==> config.mk <==
export PLATFORM = sky130hd
export DESIGN_NAME = fetch_stage
export DESIGN_NICKNAME = d
export VERILOG_FILES = /design/src/hdl/fetch_pkg.sv /design/src/hdl/fetch_stage.sv /design/src/hdl/rvc_expander.sv /design/src/hdl/prefetch_buffer.sv /design/src/hdl/pc_select.sv
export SDC_FILE = /design/constraint.sdc
export NUM_CORES = 1
export LEC_CHECK = 0
export BUFFER_PORTS_ARGS = -buffer_cell sky130_fd_sc_hd__clkbuf_2
export CORE_ASPECT_RATIO = 1.4
export CORE_MARGIN = 1
export CORE_UTILIZATION = 56
export CTS_BUF_LIST = sky130_fd_sc_hd__clkbuf_4
export DETAILED_ROUTE_END_ITERATION = 16
export PLACE_DENSITY = 0.8
export SLEW_MARGIN = 40
export SYNTH_ARGS = -nofsm -noshare
export SYNTH_HDL_FRONTEND = slang
export SYNTH_HIERARCHICAL = 1
export SYNTH_SLANG_ARGS = --single-unit
==> constraint.sdc <==
create_clock -name clk -period 5.6 [get_ports clk]
set_input_delay 0.84 -clock clk [delete_from_list [all_inputs] [get_ports clk]]
set_output_delay 0.84 -clock clk [all_outputs]
set_load 0.05 [all_outputs]
==> src/hdl/fetch_pkg.sv <==
// Shared widths, vector types, PC source enum and fetch structs for the fetch stage

package fetch_pkg;

  ////////////////////////////////////////////////////////////
  // Widths and sizes
  ////////////////////////////////////////////////////////////

  localparam int XLEN             = 32;
  // Response FIFO entries, also the cap on fetches in flight
  localparam int FETCH_DEPTH      = 2;
  // Counters must reach FETCH_DEPTH itself
  localparam int FETCH_CNT_WIDTH  = $clog2(FETCH_DEPTH + 1);
  localparam int MTVEC_BASE_WIDTH = 25;
  localparam int IRQ_ID_WIDTH     = 5;

  ////////////////////////////////////////////////////////////
  // Vector types
  ////////////////////////////////////////////////////////////

  typedef logic [XLEN-1:0]             addr_t;
  typedef logic [31:0]                 insn_t;
  typedef logic [15:0]                 cinsn_t;
  typedef logic [MTVEC_BASE_WIDTH-1:0] mtvec_base_t;
  typedef logic [IRQ_ID_WIDTH-1:0]     irq_id_t;
  typedef logic [FETCH_CNT_WIDTH-1:0]  fetch_cnt_t;

  // addi x0, x0, 0
  localparam insn_t RVC_NOP_INSN = 32'h0000_0013;

  // Sources for the next fetch address
  typedef enum logic [2:0] {
    PC_BOOT,
    PC_JUMP,
    PC_BRANCH,
    PC_MRET,
    PC_TRAP_EXC,
    PC_TRAP_IRQ
  } pc_mux_e;

  ////////////////////////////////////////////////////////////
  // Grouped signals
  ////////////////////////////////////////////////////////////

  // Controller commands to the fetch stage
  typedef struct packed {
    logic    pc_set;
    pc_mux_e pc_mux;
    logic    kill_if;
    logic    halt_if;
    irq_id_t irq_id;
  } ctrl_fsm_t;

  typedef struct packed {
    addr_t       boot_addr;
    addr_t       jump_target;
    addr_t       branch_target;
    addr_t       mepc;
    mtvec_base_t mtvec_base;
  } pc_targets_t;

  // One bus response
  typedef struct packed {
    insn_t rdata;
    logic  err;
  } fetch_resp_t;

  // Response paired with the address it came from
  typedef struct packed {
    fetch_resp_t resp;
    addr_t       pc;
  } fetch_item_t;

  typedef struct packed {
    logic   instr_valid;
    insn_t  instr;
    addr_t  pc;
    logic   compressed;
    logic   illegal_c_insn;
    cinsn_t compressed_instr;
    logic   bus_err;
    logic   trigger_match;
    logic   abort_op;
  } if_id_pipe_t;

endpackage
==> src/hdl/fetch_stage.sv <==
// Fetch stage top with PC select, prefetch buffer, RVC expander and IF/ID register

module fetch_stage import fetch_pkg::*; (
  input  logic        clk,
  input  logic        rst_n,
  input  ctrl_fsm_t   ctrl_fsm_i,
  input  pc_targets_t targets_i,
  input  logic        trigger_match_i,
  // Instruction bus
  output logic        instr_req_o,
  output addr_t       instr_addr_o,
  input  logic        instr_gnt_i,
  input  logic        instr_rvalid_i,
  input  fetch_resp_t instr_resp_i,
  // Towards decode
  output if_id_pipe_t if_id_pipe_o,
  output addr_t       pc_if_o,
  output logic        csr_mtvec_init_o,
  output logic        if_busy_o,
  output logic        if_valid_o,
  output logic        abort_op_o,
  input  logic        id_ready_i
);

  addr_t       branch_addr;
  fetch_item_t item;
  logic        item_valid;
  logic        item_ready;
  insn_t       instr_expanded;
  logic        instr_compressed;
  logic        illegal_c_insn;

  pc_select pc_select0 (
    .ctrl_fsm_i       (ctrl_fsm_i),
    .targets_i        (targets_i),
    .branch_addr_o    (branch_addr),
    .csr_mtvec_init_o (csr_mtvec_init_o)
  );

  prefetch_buffer prefetch_buffer0 (
    .clk            (clk),
    .rst_n          (rst_n),
    .ctrl_fsm_i     (ctrl_fsm_i),
    .branch_addr_i  (branch_addr),
    .instr_req_o    (instr_req_o),
    .instr_addr_o   (instr_addr_o),
    .instr_gnt_i    (instr_gnt_i),
    .instr_rvalid_i (instr_rvalid_i),
    .instr_resp_i   (instr_resp_i),
    .item_valid_o   (item_valid),
    .item_o         (item),
    .item_ready_i   (item_ready),
    .busy_o         (if_busy_o)
  );

  rvc_expander rvc_expander0 (
    .instr_i         (item.resp.rdata),
    .instr_o         (instr_expanded),
    .is_compressed_o (instr_compressed),
    .illegal_o       (illegal_c_insn)
  );

  ////////////////////////////////////////////////////////////
  // Stage handshake
  ////////////////////////////////////////////////////////////

  // Nothing is offered while killed or halted
  assign if_valid_o = item_valid && !ctrl_fsm_i.kill_if && !ctrl_fsm_i.halt_if;
  // Kill drains the buffer regardless of decode
  assign item_ready = ctrl_fsm_i.kill_if || (id_ready_i && !ctrl_fsm_i.halt_if);
  assign pc_if_o    = item.pc;
  assign abort_op_o = item.resp.err || trigger_match_i;

  ////////////////////////////////////////////////////////////
  // IF/ID register
  ////////////////////////////////////////////////////////////

  always_ff @(posedge clk or negedge rst_n) begin
    if (!rst_n) begin
      if_id_pipe_o <= '0;
    end else if (if_valid_o && id_ready_i) begin
      if_id_pipe_o.instr_valid    <= 1'b1;
      if_id_pipe_o.instr          <= instr_expanded;
      if_id_pipe_o.pc             <= item.pc;
      if_id_pipe_o.compressed     <= instr_compressed;
      if_id_pipe_o.illegal_c_insn <= illegal_c_insn;
      if_id_pipe_o.bus_err        <= item.resp.err;
      if_id_pipe_o.trigger_match  <= trigger_match_i;
      if_id_pipe_o.abort_op       <= abort_op_o;
      // Raw halfword kept for the illegal instruction CSR value
      if (instr_compressed) begin
        if_id_pipe_o.compressed_instr <= item.resp.rdata[15:0];
      end
    end else if (id_ready_i) begin
      // Decode took the previous one and nothing replaces it
      if_id_pipe_o.instr_valid <= 1'b0;
    end
  end

endmodule

==> src/hdl/rvc_expander.sv <==
// Compressed instruction expander for a small RVC subset, with illegal detection

module rvc_expander import fetch_pkg::*; (
  input  insn_t instr_i,
  output insn_t instr_o,
  output logic  is_compressed_o,
  output logic  illegal_o
);

  cinsn_t c;

  // Only the low halfword matters for compressed words
  assign c               = instr_i[15:0];
  assign is_compressed_o = (instr_i[1:0] != 2'b11);

  ////////////////////////////////////////////////////////////
  // Expansion
  ////////////////////////////////////////////////////////////

  always_comb begin
    // Full width words go through untouched
    instr_o   = instr_i;
    illegal_o = 1'b0;
    if (is_compressed_o) begin
      // Anything not matched below stays a NOP and flagged
      instr_o   = RVC_NOP_INSN;
      illegal_o = 1'b1;
      unique case ({c[1:0], c[15:13]})
        // C.LW
        5'b00_010: begin
          instr_o   = {5'b0, c[5], c[12:10], c[6], 2'b00, 2'b01, c[9:7], 3'b010,
                       2'b01, c[4:2], 7'b0000011};
          illegal_o = 1'b0;
        end
        // C.SW
        5'b00_110: begin
          instr_o   = {5'b0, c[5], c[12], 2'b01, c[4:2], 2'b01, c[9:7], 3'b010,
                       c[11:10], c[6], 2'b00, 7'b0100011};
          illegal_o = 1'b0;
        end
        // C.ADDI, rd is also the source
        5'b01_000: begin
          instr_o   = {{7{c[12]}}, c[6:2], c[11:7], 3'b000, c[11:7], 7'b0010011};
          illegal_o = 1'b0;
        end
        // C.LI as addi from x0
        5'b01_010: begin
          instr_o   = {{7{c[12]}}, c[6:2], 5'b0, 3'b000, c[11:7], 7'b0010011};
          illegal_o = 1'b0;
        end
        // C.LUI, zero immediate and rd x2 are outside the subset
        5'b01_011: begin
          if (({c[12], c[6:2]} != 6'b0) && (c[11:7] != 5'd2)) begin
            instr_o   = {{15{c[12]}}, c[6:2], c[11:7], 7'b0110111};
            illegal_o = 1'b0;
          end
        end
        // C.J as jal x0
        5'b01_101: begin
          instr_o   = {c[12], c[8], c[10:9], c[6], c[7], c[2], c[11], c[5:3],
                       c[12], {8{c[12]}}, 5'b0, 7'b1101111};
          illegal_o = 1'b0;
        end
        // C.BEQZ and C.BNEZ, funct3 low bit picks beq or bne
        5'b01_110, 5'b01_111: begin
          instr_o   = {c[12], {3{c[12]}}, c[6:5], c[2], 5'b0, 2'b01, c[9:7],
                       2'b00, c[13], c[11:10], c[4:3], c[12], 7'b1100011};
          illegal_o = 1'b0;
        end
        // C.MV and C.ADD, rs2 of zero would be a jump or ebreak
        5'b10_100: begin
          if (c[6:2] != 5'b0) begin
            if (c[12]) begin
              instr_o = {7'b0, c[6:2], c[11:7], 3'b000, c[11:7], 7'b0110011};
            end else begin
              instr_o = {7'b0, c[6:2], 5'b0, 3'b000, c[11:7], 7'b0110011};
            end
            illegal_o = 1'b0;
          end
        end
        default: begin
          instr_o   = RVC_NOP_INSN;
          illegal_o = 1'b1;
        end
      endcase
    end
  end

endmodule

==> src/hdl/prefetch_buffer.sv <==
// Fetch address counter, bus request issue, in-flight and discard tracking, response FIFO

module prefetch_buffer import fetch_pkg::*; (
  input  logic        clk,
  input  logic        rst_n,
  input  ctrl_fsm_t   ctrl_fsm_i,
  input  addr_t       branch_addr_i,
  // Instruction bus
  output logic        instr_req_o,
  output addr_t       instr_addr_o,
  input  logic        instr_gnt_i,
  input  logic        instr_rvalid_i,
  input  fetch_resp_t instr_resp_i,
  // Item output towards the top
  output logic        item_valid_o,
  output fetch_item_t item_o,
  input  logic        item_ready_i,
  output logic        busy_o
);

  logic                           fetch_en_q;
  addr_t                          fetch_addr_q;
  addr_t                          target_addr;
  addr_t                          resp_pc_q;
  fetch_cnt_t                     out_cnt_q;
  fetch_cnt_t                     discard_cnt_q;
  fetch_cnt_t                     fifo_cnt_q;
  fetch_cnt_t                     fifo_level;
  fetch_cnt_t                     slots_used;
  logic [$clog2(FETCH_DEPTH)-1:0] rd_ptr_q;
  logic [$clog2(FETCH_DEPTH)-1:0] wr_ptr_q;
  fetch_item_t                    fifo_q [FETCH_DEPTH];
  fetch_item_t                    push_item;
  logic                           flush;
  logic                           accept;
  logic                           resp_live;
  logic                           push;
  logic                           pop;

  ////////////////////////////////////////////////////////////
  // Request side
  ////////////////////////////////////////////////////////////

  assign target_addr = {branch_addr_i[XLEN-1:2], 2'b00};
  assign flush       = ctrl_fsm_i.pc_set || ctrl_fsm_i.kill_if;

  // FIFO counts as empty in a flush cycle
  assign fifo_level = flush ? '0 : fifo_cnt_q;
  assign slots_used = out_cnt_q + fifo_level;

  // Redirect steers the address in the same cycle
  assign instr_addr_o = ctrl_fsm_i.pc_set ? target_addr : fetch_addr_q;
  // Every fetch in flight has a FIFO slot waiting for it
  assign instr_req_o  = (fetch_en_q || ctrl_fsm_i.pc_set) && (slots_used < FETCH_DEPTH);
  assign accept       = instr_req_o && instr_gnt_i;

  // Responses to fetches from before a redirect are dropped
  assign resp_live = instr_rvalid_i && (discard_cnt_q == '0) && !ctrl_fsm_i.pc_set;
  assign push      = resp_live && !ctrl_fsm_i.kill_if;
  assign pop       = item_valid_o && item_ready_i;

  always_ff @(posedge clk or negedge rst_n) begin
    if (!rst_n) begin
      fetch_en_q    <= 1'b0;
      fetch_addr_q  <= '0;
      resp_pc_q     <= '0;
      out_cnt_q     <= '0;
      discard_cnt_q <= '0;
    end else begin
      out_cnt_q <= out_cnt_q + fetch_cnt_t'(accept) - fetch_cnt_t'(instr_rvalid_i);
      if (ctrl_fsm_i.pc_set) begin
        fetch_en_q    <= 1'b1;
        fetch_addr_q  <= accept ? target_addr + addr_t'(4) : target_addr;
        resp_pc_q     <= target_addr;
        // Whatever is still in flight after this cycle belongs to the old stream
        discard_cnt_q <= out_cnt_q - fetch_cnt_t'(instr_rvalid_i);
      end else begin
        if (accept) begin
          fetch_addr_q <= fetch_addr_q + addr_t'(4);
        end
        if (resp_live) begin
          resp_pc_q <= resp_pc_q + addr_t'(4);
        end
        if (instr_rvalid_i && (discard_cnt_q != '0)) begin
          discard_cnt_q <= discard_cnt_q - fetch_cnt_t'(1);
        end
      end
    end
  end

  ////////////////////////////////////////////////////////////
  // Response FIFO
  ////////////////////////////////////////////////////////////

  assign push_item.resp = instr_resp_i;
  assign push_item.pc   = resp_pc_q;

  always_ff @(posedge clk) begin
    if (push) begin
      fifo_q[wr_ptr_q] <= push_item;
    end
  end

  always_ff @(posedge clk or negedge rst_n) begin
    if (!rst_n) begin
      rd_ptr_q   <= '0;
      wr_ptr_q   <= '0;
      fifo_cnt_q <= '0;
    end else if (flush) begin
      rd_ptr_q   <= '0;
      wr_ptr_q   <= '0;
      fifo_cnt_q <= '0;
    end else begin
      if (push) begin
        wr_ptr_q <= wr_ptr_q + 1'b1;
      end
      if (pop) begin
        rd_ptr_q <= rd_ptr_q + 1'b1;
      end
      fifo_cnt_q <= fifo_cnt_q + fetch_cnt_t'(push) - fetch_cnt_t'(pop);
    end
  end

  assign item_valid_o = (fifo_cnt_q != '0);
  assign item_o       = fifo_q[rd_ptr_q];
  assign busy_o       = (out_cnt_q != '0);

endmodule

==> src/hdl/pc_select.sv <==
// Next fetch address multiplexer and mtvec init pulse

module pc_select import fetch_pkg::*; (
  input  ctrl_fsm_t   ctrl_fsm_i,
  input  pc_targets_t targets_i,
  output addr_t       branch_addr_o,
  output logic        csr_mtvec_init_o
);

  ////////////////////////////////////////////////////////////
  // Target selection
  ////////////////////////////////////////////////////////////

  always_comb begin
    // Boot target doubles as the fallback
    branch_addr_o = {targets_i.boot_addr[XLEN-1:2], 2'b00};
    unique case (ctrl_fsm_i.pc_mux)
      PC_BOOT: begin
        branch_addr_o = {targets_i.boot_addr[XLEN-1:2], 2'b00};
      end
      PC_JUMP: begin
        branch_addr_o = targets_i.jump_target;
      end
      PC_BRANCH: begin
        branch_addr_o = targets_i.branch_target;
      end
      // Return from trap restores the saved PC
      PC_MRET: begin
        branch_addr_o = targets_i.mepc;
      end
      // Exceptions share the base of the vector table
      PC_TRAP_EXC: begin
        branch_addr_o = {targets_i.mtvec_base, 7'b000_0000};
      end
      // Interrupts land on their own word in the table
      PC_TRAP_IRQ: begin
        branch_addr_o = {targets_i.mtvec_base, ctrl_fsm_i.irq_id, 2'b00};
      end
      default: begin
        branch_addr_o = {targets_i.boot_addr[XLEN-1:2], 2'b00};
      end
    endcase
  end

  // CSR file loads mtvec when the core boots
  assign csr_mtvec_init_o = ctrl_fsm_i.pc_set && (ctrl_fsm_i.pc_mux == PC_BOOT);

endmodule

## Yosys cells after proc, flatten, opt, wreduce, memory -nomap -nowiden

Memories as Yosys holds them, arrays and structs flattened.
Cells that the tools add are included.

- Output and inout bits: 155
- Register bits after elaboration: 159
- Memories: 1
- Word-level logic and storage cells: 111
- RAM bits: 130
- Input bits: 203

- Mux-type cells: 28
- Reduce and logical (&&, ||, !) cells: 36
- Eq/ne operators: 16
- Add/sub/neg operators: 12
- Order comparisons: 1

Memories:

| name | words | bits a word | read ports | clocked after memory_dff | wr ports | line | RTL |
|---|---|---|---|---|---|---|---|
| prefetch_buffer0.fifo_q | 2 | 65 | 1 | 0 | 1 | prefetch_buffer.sv:32 | `fetch_item_t fifo_q [FETCH_DEPTH];` |

Operators with widths:

| operator | number |
|---|---|
| 32-bit two-way mux | 8 |
| 32-bit case mux with 8 select lines | 1 |
| 32-bit case mux with 5 select lines | 1 |
| 32-bit by 3-bit adder with 32-bit output (second input constant) | 3 |
| 5-bit by 4-bit equality test with 1-bit output (second input constant) | 6 |
| 25-bit two-way mux | 1 |
| 20-bit two-way mux | 1 |
| 2-bit nonzero test | 9 |
| 1-bit logical AND | 13 |
| 1-bit two-way mux | 11 |
| 2-bit two-way mux | 4 |
| 7-bit OR reduction | 1 |
| 3-bit by 2-bit equality test with 1-bit output (second input constant) | 2 |
| 3-bit equality test (second input constant) | 2 |
| 6-bit nonzero test | 1 |
| 2-bit by 1-bit subtractor with 2-bit output | 3 |
| 5-bit by 2-bit equality test with 1-bit output (second input constant) | 1 |
| 5-bit by 3-bit equality test with 1-bit output (second input constant) | 1 |
| 5-bit equality test (second input constant) | 1 |
| 5-bit by 2-bit inequality test with 1-bit output (second input constant) | 1 |
| 5-bit nonzero test | 1 |
| 2-bit by 1-bit adder with 2-bit output | 2 |
| 1-bit logical OR | 4 |
| 3-bit by 1-bit equality test with 1-bit output (second input constant) | 1 |
| 11 further kinds | 14 |

## Logic depth before layout (Yosys ltp)

Gate-level depths: netlist of the first run.

- Depth in word-level cells: 8
- Depth in mapped cells: 13
- Gate-level depth less buffers: 10

## Cells and area by module

The synthesis of the first run kept the hierarchy.

Modules (own cells, without submodules):

| module | cells each | instances | seq. area each (um^2) | area an instance (um^2) |
|---|---|---|---|---|
| prefetch_buffer | 756 | 1 | 5510.3 | 9372.7 |
| fetch_stage | 188 | 1 | 2152.1 | 3216.8 |
| pc_select | 227 | 1 | 0.0 | 1722.9 |
| rvc_expander | 157 | 1 | 0.0 | 917.1 |

## Worst setup path after synthesis of the first run

No wires, ideal clock.

- Kind: input to register
- From: input instr_rvalid_i
- To: memory prefetch_buffer0/fifo_q[0][10] (netlist bit), enable pin
- Path buffers: 1
- Setup slack: 1.133 ns
- Cell stages on the path: 4
- Library setup time: 0.484 ns
- Arrival: 3.983 ns
- Data required time: 5.116 ns
- Path through: and2_1 clkbuf_1 nand2_1 nor2_1

- Longest elaborated chain between the ends: 5

RTL lines:

| item | line | RTL |
|---|---|---|
| from (decl) | fetch_stage.sv:13 | `input logic instr_rvalid_i,` |
| 1-bit logical AND (2 in a row) | prefetch_buffer.sv:58 | `assign resp_live = instr_rvalid_i && (discard_cnt_q == '0) && !ctrl_fsm_i.pc_set;` |
| 1-bit logical AND | prefetch_buffer.sv:59 | `assign push = resp_live && !ctrl_fsm_i.kill_if;` |
| 1-bit two-way mux | prefetch_buffer.sv:99 | `if (push) begin` |
| 1-bit two-way mux (implied by the code) | prefetch_buffer.sv:100 | `fifo_q[wr_ptr_q] <= push_item;` |
| to (decl) | prefetch_buffer.sv:32 |  |

Every way passes these cells.

## Final worst setup path of the first run

- From: input ctrl_fsm_i[9] (netlist bit)
- To: output instr_addr_o[18]

- Longest elaborated chain between the ends: 3
- Elaborated cells on any way between the ends: 7
- Classes of those cells: eq/ne (5); mux (2)

RTL lines:

| item | line | RTL |
|---|---|---|
| from (decl) | fetch_stage.sv:6 | `input ctrl_fsm_t ctrl_fsm_i,` |
| 3-bit equality test, or another cell as far along | pc_select.sv:17 | `unique case (ctrl_fsm_i.pc_mux)` |
| 32-bit case mux with 5 select lines * | pc_select.sv:17 |  |
| net branch_addr[18] | fetch_stage.sv:25 | `addr_t branch_addr;` |
| 32-bit two-way mux * | prefetch_buffer.sv:52 | `assign instr_addr_o = ctrl_fsm_i.pc_set ? target_addr : fetch_addr_q;` |
| to (decl) | fetch_stage.sv:11 | `output addr_t instr_addr_o,` |

Mark *: on every way through the listed nets, which the timed path passes. The rest lies on a longest branch.

==> flow_metrics.tcl, run 1 <==
set metrics [dict create \
    outcome "finished clean" \
    pwr-share-seq_pct 44.6 \
    clock_path_buffers 3 \
    nets 1877 \
    worstSkewPairLatency_ns 0.67 \
    tightestPinTransition_ns 0.792 \
    regArea_mm2 0.00766 \
    dr_wl_met3_um 3110 \
    die_x_um 141 \
    crit_fanout 20 \
    fill_cells 1981 \
    antenna_found_initial 3 \
    boundaryPins 358 \
    rsz0062_at_grt "no" \
    gr-usage-all-layers_pct 29.5 \
    cp.arrival_ns 3.32 \
    clock.fmax_mhz 240 \
    avgSynthCellArea_um2 11.5 \
    ctsHoldBuffers 1 \
    drt-initial-drc-count 611 \
    via_per_inst 5.71 \
    met2_length_um 20500 \
    clock_skew_ns 0.0420 \
    p_int_mw 3.70 \
    swShare_pct 34.7 \
    drc 0 \
    pwr-share-comb_pct 26.4 \
    grt.overflow.total 0 \
    dp.cells 1954 \
    cts_resized 0 \
    cts_setup_buffers 0 \
    root_buffer "clkbuf_4" \
    cts_buffers 68 \
    clkSlewWorstSetupHoldPaths_ns 0.07 \
    grt_max_degree 80 \
    fin_crit_sh_pct 74.3 \
    drive_gt1_share_pct 39.5 \
    die_area_mm2 0.0278 \
    power.share.clock_pct 29.0 \
    grt_pass1_wl_um 62600 \
    grt_pass1_vias 11955 \
    pre_cts_ws_ns 1.30 \
    fin_crit_ns 4.16 \
    core_area_mm2 0.0264 \
    top_layer "met4" \
    end_kind "output pin" \
    power.switching_mw 1.96 \
    hold_violations 0 \
    dp_hpwl_um 30100 \
    holdWs_ns 0.369 \
    wl_per_cell_um 19.4 \
    place.port_buffers 345 \
    syn-cell-area_mm2 0.0152 \
    tns_ns 0 \
    multiInputGateArea_mm2 0.00686 \
    h-tree-depth 3 \
    initial_core_util_pct 57.6 \
    required_ns 4.76 \
    dr.pass1.iters 6 \
    post_dp_cell_area_mm2 0.0170 \
    ant_nets 0 \
    maxSlewViolCount 0 \
    crit_type "input port to output pin" \
    wl_met1_um 14700 \
    leakagePower_nw 8.04 \
    fp.dieH_um 197 \
    gp_congestion 0.989 \
    crit_path_start_kind "input port" \
    rows 70 \
    wirelength_um 40400 \
    clock-sinks 281 \
    syn_inst 1321 \
    syn_to_final_growth_pct 18.0 \
    relSlewSlack_pct 46.7 \
    cap_viol_max_count 0 \
    post-route-worst-setup-slack_ns 1.44 \
    yosys_warnings 6 \
    peakVddDrop_mv 0.106 \
    cts_tree "yes" \
    powerDensity_mw_per_mm2 316 \
    dr_total_vias 11904 \
    hold_path_class "input port to flip-flop" \
    setup_viol 0 \
    final_cells 2085 \
    fin_area_mm2 0.0179 \
]
[layer usage]
layer	vias to the layer above	track usage, %
li1	5545	-
met1	5663	32.5
met2	579	51.5
met3	117	6.63
met4	0	17.8
met5	-	0
[registers in the layout, indices dropped and copies added (netlist names)]
| signal | count |
|---|---|
| prefetch_buffer0/wr_ptr_q | 1 |
| prefetch_buffer0/resp_pc_q | 30 |
| if_id_pipe_o | 86 |
| prefetch_buffer0/rd_ptr_q | 1 |
| prefetch_buffer0/out_cnt_q | 2 |
| prefetch_buffer0/fetch_addr_q | 30 |
| prefetch_buffer0/discard_cnt_q | 2 |
| prefetch_buffer0/fetch_en_q | 1 |
| prefetch_buffer0/fifo_q | 126 |
| prefetch_buffer0/fifo_cnt_q | 2 |
[power groups by stage]
| stage | sequential, mW | clock, mW | combinational [mW] |
|---|---|---|---|
| detailed placement | 2.56 | 0 | 1.49 |
| global placement | 2.54 | 0 | 1.46 |
| CTS | 2.52 | 1.70 | 1.50 |
| floorplan | 2.79 | 0 | 0.851 |
| finish | 2.52 | 1.65 | 1.50 |
| global route | 2.55 | 1.81 | 1.60 |
[layout make-up]
cell class | count | share of cell area (%)
flip-flops and latches | 281 | 42.8
clock buffers | 105 | 4.40
multi-input cells | 901 | 38.3
repair buffers | 361 | 10.4
diodes | 5 | 0.0699
inverters | 52 | 1.09
clock inverters | 20 | 0.440
well taps | 360 | 2.52
[final timing paths]
check	startpoint	to	slack [ns]	cells after the start
setup reg to reg	prefetch_buffer0/rd_ptr_q	if_id_pipe_o[60]	1.99	8
min in group asynchronous	rst_n	if_id_pipe_o[10]	0.63	2
max in group asynchronous	rst_n	prefetch_buffer0/rd_ptr_q	3.91	3
hold reg to reg	if_id_pipe_o[85]	if_id_pipe_o[85]	0.49	1
setup / recovery	ctrl_fsm_i[9]	instr_addr_o[18]	1.44	8
hold / removal	instr_resp_i[9]	prefetch_buffer0/fifo_q[0][41]	0.37	1
[critical path, stage by stage]
cell and delay, ns:
clkbuf_2 0.33, nor3_1 0.16, a21oi_4 0.61, buf_4 0.33
a2bb2oi_2 0.26, nand2_1 0.13, o21ai_0 0.26, clkbuf_2 0.38
[placed cells by master, fill, tap and decap left out, types with 27 or more instances in the layout]
cell      count
clkbuf_4    105
nor2_1       35
xnor2_1      55
mux2_2      153
clkbuf_2    343
nand3_1      36
nand2_1     142
o21ai_0      69
xor2_1       38
inv_1        51
edfxtp_1    126
nor4b_1      27
nor3b_1      29
dfrtp_1     154
[stage by stage]
stage	utilization, %	power [mW]
2_1_floorplan	-	3.64
3_3_place_gp	64.5	4.00
3_5_place_dp	64.6	4.05
4_1_cts	67.9	5.71
5_1_grt	67.9	5.96
6_report	67.9	5.66
Note: power is estimated with default switching activity, not from simulation.
==> inputs of run 2 (changes only) <==
Settings changed: ABC_AREA set to 1, CORE_UTILIZATION 56 to 57.
Clock period 5.6 ns to 4.3 ns, I/O delays scaled along.
==> run 2 against run 1 <==
Combinational power grew 79%. Cell area grew 10%. Sequential power increased by 39%. Clock skew grew 0.037 ns. Core utilization increased by 1.6 points. Setup slack worse by 0.74 ns. Wire length rose by 35%. Total power grew 51%. Critical path type unchanged. Largest cell class is now multi-input combinational cells. Highest routed layer unchanged.
==> flow_metrics.tcl, run 2 <==
set metrics [dict create \
    outcome "finished clean" \
    nets 2802 \
    wirelength_um 54500 \
    cap_viol_max_count 0 \
    grt_pass1_wl_um 84200 \
    rsz0062_at_grt "no" \
    largest_reg_flops 126 \
    regMostFlops "prefetch_buffer0/fifo_q" \
    antenna_found_initial 4 \
    grt.overflow.total 0 \
    grt_max_degree 89 \
    syn_to_final_growth_pct 19.6 \
    slowest_delay_ns 0.38 \
    boundaryPins 358 \
    die_x_um 146 \
    fin_crit_sh_pct 83.7 \
    leakagePower_nw 10.1 \
    cts_buffers 69 \
    cts_tree "yes" \
    tns_ns 0 \
    clkSlewWorstSetupHoldPaths_ns 0.07 \
    cp.arrival_ns 2.96 \
    path_common_cell "nand2_1" \
    dr.pass1.iters 6 \
    die_area_mm2 0.0297 \
    clock_skew_ns 0.0786 \
    powerDensity_mw_per_mm2 434 \
    total_power_mw 8.57 \
    worstSkewPairLatency_ns 0.73 \
    avgSynthCellArea_um2 7.30 \
    hold_violations 0 \
    largestRegisters "prefetch_buffer0/fifo_q (126), if_id_pipe_o (86)" \
    end_kind "output pin" \
    yosys_warnings 6 \
    crit_chain "clkbuf_2 > inv_4 > nor2_4 > a21oi_2 > buf_4 > nand2_1 > nand2_1 > nand2_1 > o21ai_0 > buf_12" \
    drive_gt1_share_pct 19.9 \
    h-tree-depth 3 \
    dp_hpwl_um 40200 \
    setup_viol 0 \
    cts_setup_buffers 0 \
    core_area_mm2 0.0284 \
    initial_core_util_pct 58.1 \
    ant_nets 0 \
    grt_pass1_vias 16280 \
    clock_path_buffers 3 \
    place.port_buffers 345 \
    drc 0 \
    syn_inst 2262 \
    layout_commonest_cell "nand2_1" \
    crit_type "input port to output pin" \
    peakVddDrop_mv 0.255 \
    fp.dieH_um 203 \
    rows 73 \
    clock.fmax_mhz 278 \
    gr-usage-all-layers_pct 36.7 \
    hold_path_class "input port to flip-flop" \
    relSlewSlack_pct 45.3 \
    crit_path_start_kind "input port" \
    tightestPinTransition_ns 0.815 \
    cpMaxStageDelayCell "inv_4" \
    maxSlewViolCount 0 \
    fin_crit_ns 3.60 \
    clock-sinks 281 \
    drt-initial-drc-count 1208 \
    gp_congestion 0.984 \
    crit_fanout 45 \
    root_buffer "clkbuf_4" \
    wl_per_cell_um 18.0 \
    via_per_inst 5.64 \
    required_ns 3.65 \
    dr_total_vias 17047 \
    syn-cell-area_mm2 0.0165 \
    final_cell_mix "nand2_1, clkbuf_2, nand3_1" \
]
-- run 2: final cells by class --
| cell class | instances | area (um^2) |
|---|---|---|
| clock buffer | 108 | 811 |
| tap | 375 | 469 |
| timing repair buffer | 371 | 2360 |
| fill | 2464 | 8660 |
| multi-input combinational | 1715 | 7710 |
| clock inverter | 19 | 148 |
| antenna | 4 | 10.0 |
| inverter | 152 | 573 |
| sequential | 281 | 7660 |
-- run 2: path summary, 6_finish.rpt --
| kind | startpoint | to | slack, ns | depth (start not counted) |
|---|---|---|---|---|
| worst min register to register | prefetch_buffer0/resp_pc_q[31] | prefetch_buffer0/fifo_q[0][31] | 0.44 | 0 |
| worst max-delay path | ctrl_fsm_i[9] | instr_addr_o[12] | 0.70 | 10 |
| max in group asynchronous | rst_n | prefetch_buffer0/discard_cnt_q[0] | 2.80 | 3 |
| worst min-delay path | instr_resp_i[30] | prefetch_buffer0/fifo_q[0][62] | 0.11 | 1 |
| min in group asynchronous | rst_n | if_id_pipe_o[70] | 0.54 | 2 |
| worst max register to register | prefetch_buffer0/rd_ptr_q | if_id_pipe_o[70] | 1.48 | 12 |
-- run 2: power breakdown --
| group | internal (mW) | switching, mW |
|---|---|---|
| registers | 3.17 | 0.331 |
| logic | 0.772 | 1.91 |
| clock network | 1.28 | 1.11 |
| total | 5.22 | 3.35 |
-- run 2: stage by stage --
stage	hold WS (ns)	std cells	setup WS (ns)	area (um^2)	utilization [%]
2_1_floorplan	0.349	2266	0.302	16500	-
4_1_cts	0.0482	3021	0.768	19700	69.4
6_report	0.107	3025	0.699	19700	69.5
3_5_place_dp	0.457	2893	0.642	18800	66.0
3_3_place_gp	0.451	2893	0.744	18800	66.0
5_1_grt	0.0817	3025	0.527	19700	69.5
-- run 2: routing by layer --
layer	routed length, um	vias to the layer above	track usage (%)	share of wire [%]
met4	3720	0	28.3	6.8
met1	19800	7850	41.2	36
met5	0	-	0	0
li1	-	8109	-	-
met3	3970	198	5.79	7.3
met2	27000	890	62.7	50
-- run 2: critical path: cells and delay by family --
family          cells  cell delay, ns
compound gates      2            0.68
buf+inv             4            1.10
simple gates        4            0.51
-- run 2: what timing repair did --
action	in CTS	in global routing
gates resized for setup	0	0
hold buffers	1	0
hold endpoints to repair	30	0
